## src/rtl/irq_pkg.sv

```systemverilog
// interrupt block package with the register map, the vector types and the stage structs.

package irq_pkg;

	//////////////////////////////////////////////////////////////////////
	// sizes
	//////////////////////////////////////////////////////////////////////

	// one request source each for hsync, vsync, audio and spi flash.
	localparam int IRQ_COUNT = 4;

	// the CPU register port is 16 bits wide with a 4-bit address.
	localparam int DATA_WIDTH = 16;
	localparam int ADDR_WIDTH = 4;

	// the request number needs room for 0 (none) and 1 to 4.
	localparam int IRQ_NUM_WIDTH = 4;

	//////////////////////////////////////////////////////////////////////
	// vector types
	//////////////////////////////////////////////////////////////////////

	// bit 0 is hsync, bit 1 vsync, bit 2 audio and bit 3 spi flash.
	typedef logic [IRQ_COUNT-1:0] irq_vec_t;

	// 0 means no request, 1 to 4 name source 0 to 3.
	typedef logic [IRQ_NUM_WIDTH-1:0] irq_num_t;

	typedef logic [ADDR_WIDTH-1:0] reg_addr_t;
	typedef logic [DATA_WIDTH-1:0] reg_data_t;

	//////////////////////////////////////////////////////////////////////
	// register map
	//////////////////////////////////////////////////////////////////////

	// the enable mask reads and writes at address 0.
	localparam reg_addr_t ADDR_ENABLE = 4'h0;

	// pending bits read at address 1, and a write there clears the bits set in the data.
	localparam reg_addr_t ADDR_PENDING = 4'h1;

	// request number reported when no enabled bit is pending.
	localparam irq_num_t IRQ_NUM_NONE = 4'd0;

	//////////////////////////////////////////////////////////////////////
	// stage structs
	//////////////////////////////////////////////////////////////////////

	// source stage to pending stage.
	// each req bit is high for one cycle per rising edge on its line.
	typedef struct packed {
		irq_vec_t req;
	} src_stage_t;

	// pending stage to priority stage.
	// active is the pending bits masked by the enable bits.
	typedef struct packed {
		irq_vec_t active;
	} active_stage_t;

endpackage
```

## src/rtl/irq_subsystem_top.sv

```systemverilog
// interrupt block top level joining the source, pending and priority stages.

module irq_subsystem_top (
	input  logic                CLK,
	input  logic                RSTb,
	input  irq_pkg::irq_vec_t   irq_lines,
	input  irq_pkg::reg_addr_t  address,
	input  irq_pkg::reg_data_t  data_in,
	input  logic                wr,
	output irq_pkg::reg_data_t  data_out,
	output logic                interrupt,
	output irq_pkg::irq_num_t   irq_num
);

	//////////////////////////////////////////////////////////////////////
	// stage links
	//////////////////////////////////////////////////////////////////////

	// edge pulses from the synchronizer.
	irq_pkg::src_stage_t src_stage;

	// enabled pending requests.
	irq_pkg::active_stage_t act_stage;

	//////////////////////////////////////////////////////////////////////
	// stages
	//////////////////////////////////////////////////////////////////////

	// peripheral lines in, one cycle pulse per rising edge out.
	irq_source_sync u_source_sync (
		.CLK       (CLK),
		.RSTb      (RSTb),
		.irq_lines (irq_lines),
		.src       (src_stage)
	);

	// sticky pending bits, enable mask and the CPU register port.
	irq_pending_regs u_pending_regs (
		.CLK      (CLK),
		.RSTb     (RSTb),
		.src      (src_stage),
		.address  (address),
		.data_in  (data_in),
		.wr       (wr),
		.data_out (data_out),
		.act      (act_stage)
	);

	// request number and interrupt level to the CPU.
	irq_priority_encoder u_priority_encoder (
		.CLK       (CLK),
		.RSTb      (RSTb),
		.act       (act_stage),
		.irq_num   (irq_num),
		.interrupt (interrupt)
	);

endmodule

```

## src/rtl/irq_priority_encoder.sv

```systemverilog
// interrupt priority stage that registers the highest priority request number and the CPU interrupt.

module irq_priority_encoder (
	input  logic                    CLK,
	input  logic                    RSTb,
	input  irq_pkg::active_stage_t  act,
	output irq_pkg::irq_num_t       irq_num,
	output logic                    interrupt
);

	irq_pkg::irq_num_t num_next;
	logic              interrupt_next;

	irq_pkg::irq_num_t num_q;
	logic              interrupt_q;

	//////////////////////////////////////////////////////////////////////
	// fixed priority encoder
	//////////////////////////////////////////////////////////////////////

	// source 0 has the highest priority. The loop walks from the top
	// index down so that the lowest set bit is the last to be written.
	always_comb begin
		num_next = irq_pkg::IRQ_NUM_NONE;
		for (int i = irq_pkg::IRQ_COUNT - 1; i >= 0; i--) begin
			if (act.active[i]) begin
				num_next = irq_pkg::irq_num_t'(i + 1);
			end
		end
		interrupt_next = (num_next != irq_pkg::IRQ_NUM_NONE);
	end

	//////////////////////////////////////////////////////////////////////
	// output registers
	//////////////////////////////////////////////////////////////////////

	// both outputs come from flops, so the CPU sees them a cycle after
	// the active bits and never a glitch from the encoder.
	always_ff @(posedge CLK) begin
		if (!RSTb) begin
			num_q       <= irq_pkg::IRQ_NUM_NONE;
			interrupt_q <= 1'b0;
		end else begin
			num_q       <= num_next;
			interrupt_q <= interrupt_next;
		end
	end

	assign irq_num   = num_q;
	assign interrupt = interrupt_q;

endmodule

```

## src/rtl/irq_pending_regs.sv

```systemverilog
// interrupt pending stage with the enable mask, the sticky pending bits and the CPU register port.

module irq_pending_regs (
	input  logic                    CLK,
	input  logic                    RSTb,
	input  irq_pkg::src_stage_t     src,
	input  irq_pkg::reg_addr_t      address,
	input  irq_pkg::reg_data_t      data_in,
	input  logic                    wr,
	output irq_pkg::reg_data_t      data_out,
	output irq_pkg::active_stage_t  act
);

	// enable mask, one bit per source.
	irq_pkg::irq_vec_t enable_q;

	// sticky pending bits.
	irq_pkg::irq_vec_t pending_q;

	// bits written to the pending register on the previous cycle.
	irq_pkg::irq_vec_t clear_q;

	//////////////////////////////////////////////////////////////////////
	// address decode
	//////////////////////////////////////////////////////////////////////

	logic wr_enable;
	logic wr_pending;
	irq_pkg::irq_vec_t wr_bits;

	assign wr_enable  = wr && (address == irq_pkg::ADDR_ENABLE);
	assign wr_pending = wr && (address == irq_pkg::ADDR_PENDING);

	// only the low data bits carry a source each; the rest are ignored.
	assign wr_bits = data_in[irq_pkg::IRQ_COUNT-1:0];

	//////////////////////////////////////////////////////////////////////
	// registers
	//////////////////////////////////////////////////////////////////////

	irq_pkg::irq_vec_t pending_next;

	// a request arriving in the same cycle as its clear wins, so no edge is lost.
	always_comb begin
		pending_next = (pending_q & ~clear_q) | src.req;
	end

	always_ff @(posedge CLK) begin
		if (!RSTb) begin
			enable_q  <= '0;
			pending_q <= '0;
			clear_q   <= '0;
		end else begin
			if (wr_enable) begin
				enable_q <= wr_bits;
			end
			pending_q <= pending_next;
			// the clear mask only lives for the cycle after the write.
			clear_q <= wr_pending ? wr_bits : '0;
		end
	end

	//////////////////////////////////////////////////////////////////////
	// read port
	//////////////////////////////////////////////////////////////////////

	// reads are combinational from the address, unused addresses read zero.
	always_comb begin
		data_out = '0;
		case (address)
			irq_pkg::ADDR_ENABLE: begin
				data_out[irq_pkg::IRQ_COUNT-1:0] = enable_q;
			end
			irq_pkg::ADDR_PENDING: begin
				data_out[irq_pkg::IRQ_COUNT-1:0] = pending_q;
			end
			default: begin
				data_out = '0;
			end
		endcase
	end

	// pending requests that the CPU has not masked go on to the priority stage.
	assign act.active = pending_q & enable_q;

endmodule

```

## src/rtl/irq_source_sync.sv

```systemverilog
// interrupt source stage that synchronizes the request lines and turns rising edges into pulses.

module irq_source_sync (
	input  logic                 CLK,
	input  logic                 RSTb,
	input  irq_pkg::irq_vec_t    irq_lines,
	output irq_pkg::src_stage_t  src
);

	//////////////////////////////////////////////////////////////////////
	// synchronizer
	//////////////////////////////////////////////////////////////////////

	// the peripheral lines may come from other clock domains, so each
	// one passes through two flops before any logic looks at it.
	irq_pkg::irq_vec_t sync_meta;
	irq_pkg::irq_vec_t sync_line;

	// the synchronized value of the previous cycle, for edge detection.
	irq_pkg::irq_vec_t sync_prev;

	always_ff @(posedge CLK) begin
		if (!RSTb) begin
			sync_meta <= '0;
			sync_line <= '0;
		end else begin
			sync_meta <= irq_lines;
			sync_line <= sync_meta;
		end
	end

	//////////////////////////////////////////////////////////////////////
	// edge detector
	//////////////////////////////////////////////////////////////////////

	// clearing the history on reset means a line that is already high
	// when reset ends is seen as one rising edge.
	always_ff @(posedge CLK) begin
		if (!RSTb) begin
			sync_prev <= '0;
		end else begin
			sync_prev <= sync_line;
		end
	end

	// a request pulse lasts exactly one cycle, however long the line stays high.
	// without this a held line would keep setting its pending bit and
	// a clear from the CPU would never stick.
	irq_pkg::irq_vec_t rise;

	always_comb begin
		rise = sync_line & ~sync_prev;
	end

	assign src.req = rise;

endmodule

```

## config.mk

```make
export PLATFORM = sky130hd
export DESIGN_NAME = irq_subsystem_top
export DESIGN_NICKNAME = d
export VERILOG_FILES = /design/src/rtl/irq_pkg.sv /design/src/rtl/irq_subsystem_top.sv /design/src/rtl/irq_priority_encoder.sv /design/src/rtl/irq_pending_regs.sv /design/src/rtl/irq_source_sync.sv
export SDC_FILE = /design/constraint.sdc
export NUM_CORES = 1
export LEC_CHECK = 0
export ABC_CLOCK_PERIOD_IN_PS = 2900
export BUFFER_PORTS_ARGS = -buffer_cell sky130_fd_sc_hd__buf_2
export CAP_MARGIN = 20
export CORE_MARGIN = 2
export CORE_UTILIZATION = 48
export DETAILED_ROUTE_END_ITERATION = 8
export HOLD_SLACK_MARGIN = 0.12
export PLACE_DENSITY = 0.84
export RECOVER_POWER = 100
export SYNTH_ARGS = -nofsm -noshare
export SYNTH_HDL_FRONTEND = slang
export SYNTH_SLANG_ARGS = --single-unit
```

## constraint.sdc

```tcl
create_clock -name CLK -period 2.9 [get_ports CLK]
set_input_delay 0.58 -clock CLK [delete_from_list [all_inputs] [get_ports CLK]]
set_output_delay 0.58 -clock CLK [all_outputs]
set_load 0.03 [all_outputs]
```

==> results.md, run 1 <==
* Outcome: completed
* Vias in the first global route at 681
* CTS sink cnt at 28
* Reg-to-reg critical path endpoint: u_priority_encoder.irq_num[2]
* H-tree Lvls at 1
* First-pass DRT Iterations at 4
* First-pass GRT wire length at between 2 and 3 mm
* Post-synth EDFFs at 0
* DR vias/cell at between 4 and 5
* Top cells by area, synth: dfxtp_1 52%, and2_1 9.3%, buf_4 9.1%, mux2i_1 7.5%, nand2_1 4.2%
* Clock-pin slew on the worst setup and hold paths at 0.13 ns
* Leak pwr at ~0.48 nW
* Iter 0 DRT Violations at 3
* Flop pwr share at 0.625
* Layout cell share with drive strength beyond 1 at 0.129
* CTS Buf Count at 3
* Post-synthesis sequential element count at 28
* Most common cell in the netlist: dfxtp_1
* CP arrival at 1.61 ns
* FILL cells at between 200 and 250
* I/O Buffers at 22
* Critical path startpoint category: primary input
* Post-CTS setup buffers at 0
* Remaining global-route overflow at 0
* Hold/Removal Path Class: register to register
* Worst-Margin Slew at between 0.8 and 0.9 ns
* Max Cap Viol at 0
* Synthesized area at ~1100 um^2
* Pwr/cell area at about 560 nW/um^2
* Antenna Nets Post-Route at 0
* Achievable frequency at around 460 MHz
* Post-synth top cells: 28 x dfxtp_1, 16 x and2_1, 13 x buf_4
* Residual DRC at 0
* Worst Path Max Fanout at 6
* Final nets at between 150 and 200
* N_diodes at 0
* Worst R2R Setup Slack at around 2 ns
* Clock Power Share at 0.286
* Max-slew headroom at 0.455
* Fin crit period at between 2 and 2.5 ns
* Worst Reg-to-Reg Cells at 3
* Hold Buf Count CTS at 0
* Combinational share of power at 0.089
* Post-synthesis sequential area ratio at 0.522
* Clock latency at the later pin of the worst-skew pair at about 0.32 ns
* Die area at approximately 2600 um^2
* Dpl hpwl at approximately 1.2 mm
* Std cell rows at 17
* Clock Path Buffers at 2
* Mean post-synth cell area at 9.67 um^2
* RSZ-0062 raised after global routing: no
* Main synth FF type: dfxtp_1
* Drt total wl at around 1.6 mm
* I/O pins at between 40 and 50
* Endpoints failing hold at 0
* Min-delay src: u_source_sync.sync_meta[0]
* Mean routed wirelength per cell at between 9 and 10 um
* Post-synth top area cell: dfxtp_1
* Routability congestion estimate at roughly 0.74
* Total number of vias at between 700 and 800
* Crit path launch: address[1]
* VDD IR-drop max at 0.000327 V
* Syn Inst Count at between 100 and 150
* Final Cycle Share at 0.755
* Sw Ratio at 0.237
* Hold EP: u_source_sync.sync_line[0]
* Critical Path End Type: output pin
* WS Path Type: primary input to output pin
* Clock Root Buffer: clkbuf_4
* DIE WIDTH at between 50 and 60 um
* Sw power at ~0.15 mW
* CTS tree: done
* Required time of the critical path at ~2.3 ns
* Cts repair resizes at 0
* Worst reg2reg startpoint: u_pending_regs.pending_q[1]
* Skew final at 0.0118 ns
* Yosys warnings at 0
* Post-synth top area share at 0.522
* Slew Limit Fails at 0
* Final TNS setup at 0 ns
* Largest net degree at the start of global routing at 25
* Die height at roughly 51 um
* Hold path depth at 1
* Initial antenna violation count at 0
* Total Routing Usage GR at 0.139
* # setup viols final at 0
* Initial Util at 0.495
* Int Pwr at around 0.49 mW
* Area Growth Syn to Fin at 7.34%
* Final Util at 0.531
* Core Box Area at 2170 um^2
* Ys async rst share at 0
* Synth cell types at 18
metrics by stage:
stage | hold slack, ns | total power, mW | area [um^2] | cells | worst slack [ns]
6_report | 0.452 | 0.641 | 1150 | 160 | 0.712
2_1_floorplan | 0.411 | 0.468 | 1120 | 123 | 0.818
3_5_place_dp | 0.421 | 0.469 | 1140 | 156 | 0.882
3_3_place_gp | 0.415 | 0.467 | 1140 | 156 | 0.870
4_1_cts | 0.449 | 0.648 | 1180 | 160 | 0.882
5_1_grt | 0.437 | 0.673 | 1150 | 160 | 0.635
critical path, stage by stage:
cell and delay [ns]:
buf_2 0.09, or3_1 0.47, nor2_1 0.14, clkbuf_1 0.32
worst max path at each step:
stage | endpoint | slack (ns) | cells after the start
after floorplan | data_out[0] | 0.82 | 3
after global placement | data_out[2] | 0.87 | 4
after detailed placement | data_out[1] | 0.88 | 4
after CTS | data_out[1] | 0.88 | 4
after global routing | data_out[2] | 0.63 | 4
final | data_out[0] | 0.71 | 4
flip-flops by register name (all words and copies together), names as in the netlist:
signal	count
u_source_sync.sync_line	4
u_pending_regs.enable_q	4
u_pending_regs.pending_q	4
u_priority_encoder.interrupt	1
u_pending_regs.clear_q	4
u_source_sync.sync_prev	4
u_priority_encoder.irq_num	3
u_source_sync.sync_meta	4
per-layer routing:
| layer | global-route usage | vias to the layer above | wire [um] |
|---|---|---|---|
| met3 | 0.0409 | 0 | 119 |
| met4 | 0.0395 | 0 | 0 |
| met5 | 0 | - | 0 |
| met2 | 0.251 | 24 | 792 |
| li1 | - | 369 | - |
| met1 | 0.158 | 315 | 687 |
final cells by class:
| type | instances | area [um^2] | share of cell area |
|---|---|---|---|
| repair buffers | 22 | 98.8 | 0.0858 |
| inverters | 3 | 11.3 | 0.00977 |
| well taps | 28 | 35.0 | 0.0304 |
| clock buffers | 4 | 36.3 | 0.0315 |
| multi-input cells | 75 | 410 | 0.356 |
| flip-flops and latches | 28 | 561 | 0.486 |
cells by family after synthesis:
group,count (synthesis),share of synthesized area
and+or+nand+nor,47,0.240
DFF,28,0.522
buffers and inverters,20,0.122
muxes,8,0.0746
AOI/OAI and AO/OA,7,0.0373
other,1,0.00349
layout by cell type (no fill, tap or decap), types with 6 or more instances in the layout:
master	n
and2_0	9
and2_1	7
buf_2	13
clkbuf_1	9
conb_1	13
dfxtp_1	28
mux2i_1	8
nand2_1	12
nand2b_1	6
nor2_1	8
power by group through the flow:
stage / combinational (mW) / clock, mW / sequential, mW
2_1_floorplan: 0.0601 / 0 / 0.408
3_3_place_gp: 0.0585 / 0 / 0.408
3_5_place_dp: 0.0598 / 0 / 0.409
4_1_cts: 0.0601 / 0.187 / 0.401
5_1_grt: 0.0631 / 0.208 / 0.402
6_report: 0.0570 / 0.183 / 0.401
(Power assumes the default switching activity.)
==> inputs of run 2 (changes only) <==
- ABC_CLOCK_PERIOD_IN_PS: 2900 -> 1800
- CORE_UTILIZATION: 48 -> 41
- PLACE_DENSITY: 0.84 -> 0.77
- clock period: 2.9 -> 1.8 ns (I/O delays scaled with it)
==> run 2 against run 1 <==
Effect of this change: sequential share of layout area is 1.3 points lower; first-iteration DRC count rose by 67%; clock-buffer cell count is 1 lower; via count increased by 1.7%; clock power increased by 120%; critical endpoint unchanged; largest cell class unchanged; largest power group unchanged; highest routed layer unchanged.
==> results.md, run 2 (synthesis results as in run 1) <==
* Fin cells at 163 (+1.9%)
* Clock Path Buffers at 2 (unchanged)
* Fin crit period at 1.67 ns
* CP arrival at 1.31 ns (-0.30 ns)
* Max incr delay on CP at 0.48 ns (about the same)
* I/O Buffers at 22 (unchanged)
* DP Area at 1150 um^2 (+0.88%)
* Largest net degree at the start of global routing at 18 (-28%)
* # setup viols final at 0 (unchanged)
* Final Cycle Share at 0.929
* Hold Buf Count CTS at 0 (unchanged)
* Endpoints failing hold at 0 (unchanged)
* CP Depth at 4 (unchanged)
* Die height at 55.2 um (+7.6%)
* Initial Util at 0.433 (-0.0615)
* Buf/Inv on CP at 2 (unchanged)
* Cell mode on critical path: buf_2
* Most frequent cells in the layout: 28 x dfxtp_1, 14 x buf_2, 13 x conb_1
* DR vias/cell at 4.42 (-0.18%)
* Worst Reg-to-Reg Cells at 3 (unchanged)
* Final TNS setup at 0 ns (unchanged)
* Die area at 3040 um^2 (+16%)
* Clock-pin slew on the worst setup and hold paths at 0.14 ns (about the same)
* DIE WIDTH at 55.2 um (+7.6%)
* Dpl hpwl at 1.23 mm (+2.2%)
* CTS sink cnt at 28 (unchanged)
* Routability congestion estimate at 0.783 (+5.2%)
* Max-slew headroom at 0.609 (+0.153)
* H-tree Lvls at 1 (unchanged)
* Max Cap Viol at 0 (unchanged)
* CTS tree: done
* Post-CTS setup buffers at 0 (unchanged)
* RSZ-0062 raised after global routing: no
* Drt total wl at 1.62 mm (+1.1%)
* Required time of the critical path at 1.44 ns (-0.88 ns)
* Std cell rows at 18 (+1)
* Antenna Nets Post-Route at 0 (unchanged)
* Leak pwr at 0.503 nW (+5.0%)
* Layout cell share with drive strength beyond 1 at 0.165 (+0.0366)
* Total number of vias at 720 (+1.7%)
* Min-delay src: irq_lines[1]
* Area Growth Syn to Fin at 10.4%
* Worst reg2reg startpoint: u_pending_regs.pending_q[1]
* First-pass DRT Iterations at 4 (unchanged)
* Clock Root Buffer: clkbuf_4
* Crit path launch: address[1]
* Most common library cell in the layout ignoring fill and taps: dfxtp_1
* Core Box Area at 2480 um^2 (+14%)
* Slew Limit Fails at 0 (unchanged)
* Outcome: completed
* Residual DRC at 0 (unchanged)
* Pwr/cell area at 962 nW/um^2 (+73%)
* I/O pins at 48 (unchanged)
* VDD IR-drop max at 0.000622 V (+90%)
* Remaining global-route overflow at 0 (unchanged)
* WS Path Type: primary input to output pin
* Post-Place Cells at 159 (+1.9%)
* CP delay by family, top: simple AND/OR/NAND/NOR gates
* Worst-Margin Slew at 0.587 ns (-0.230 ns)
* Mean routed wirelength per cell at 9.91 um (-0.80%)
* Vias in the first global route at 626 (-8.1%)
* Achievable frequency at around 600 MHz
* CTS Buf Count at 3 (unchanged)
* Final nets at 161 (+0.63%)
* Final instance area at 1180 um^2 (+2.8%)
* Total Routing Usage GR at 0.120 (-0.0191)
* Hold path depth at 2 (+1)
* Hold/Removal Path Class: primary input to register
* Worst Path Max Fanout at 6 (unchanged)
* Skew final at 0.00321 ns (-0.00857 ns)
* Critical Path End Type: output pin
* Critical-path cell list: buf_2, or3_1, nor2_1, buf_2
* Iter 0 DRT Violations at 5 (+2)
* Cts repair resizes at 0 (unchanged)
* Worst path slowest cell: or3_1
* Critical path startpoint category: primary input
* Clock latency at the later pin of the worst-skew pair at 0.32 ns (about the same)
* First-pass GRT wire length at 2.56 mm (-6.3%)
* Initial antenna violation count at 0 (unchanged)
* N_diodes at 0 (unchanged)
## run 2: area by class of cell
class / instances / area [um^2]
Tap cell: 30 / 37.5
Clock buffer: 3 / 22.5
Sequential cell: 28 / 561
Inverter: 3 / 11.3
Fill cell: 248 / 1290
Clock inverter: 1 / 30.0
Multi-Input combinational cell: 75 / 415
Timing Repair Buffer: 23 / 108
## run 2: metal layers
metal  vias up  GRT usage  wire length, um
met1       325      0.125              664
met4         0     0.0244                0
met2        29      0.214              792
met3         0     0.0618              157
met5         -          0                0
li1        366          -                -
## run 2: path summary, 6_finish.rpt
check	slack, ns	to
max	0.13	data_out[0]
min	0.23	u_source_sync.sync_meta[1]
max reg2reg	0.89	u_priority_encoder.irq_num[2]
min reg2reg	0.44	u_source_sync.sync_prev[3]
## run 2: power breakdown
| part | switching, mW | leakage (nW) | internal, mW |
|---|---|---|---|
| combinational | 0.0656 | 0.246 | 0.0280 |
| clock | 0.176 | 0.0279 | 0.225 |
| sequential | 0.00793 | 0.228 | 0.637 |
## run 2: per-stage QoR
| stage | hold slack, ns | setup slack (ns) | utilization | power, mW |
|---|---|---|---|---|
| 3_5_place_dp | 0.420 | 0.205 | 0.466 | 0.757 |
| 6_report | 0.231 | 0.127 | 0.478 | 1.14 |
| 3_3_place_gp | 0.415 | 0.200 | 0.466 | 0.754 |
| 2_1_floorplan | 0.411 | 0.158 | - | 0.754 |
| 5_1_grt | 0.213 | 0.0932 | 0.478 | 1.19 |
| 4_1_cts | 0.218 | 0.202 | 0.487 | 1.15 |
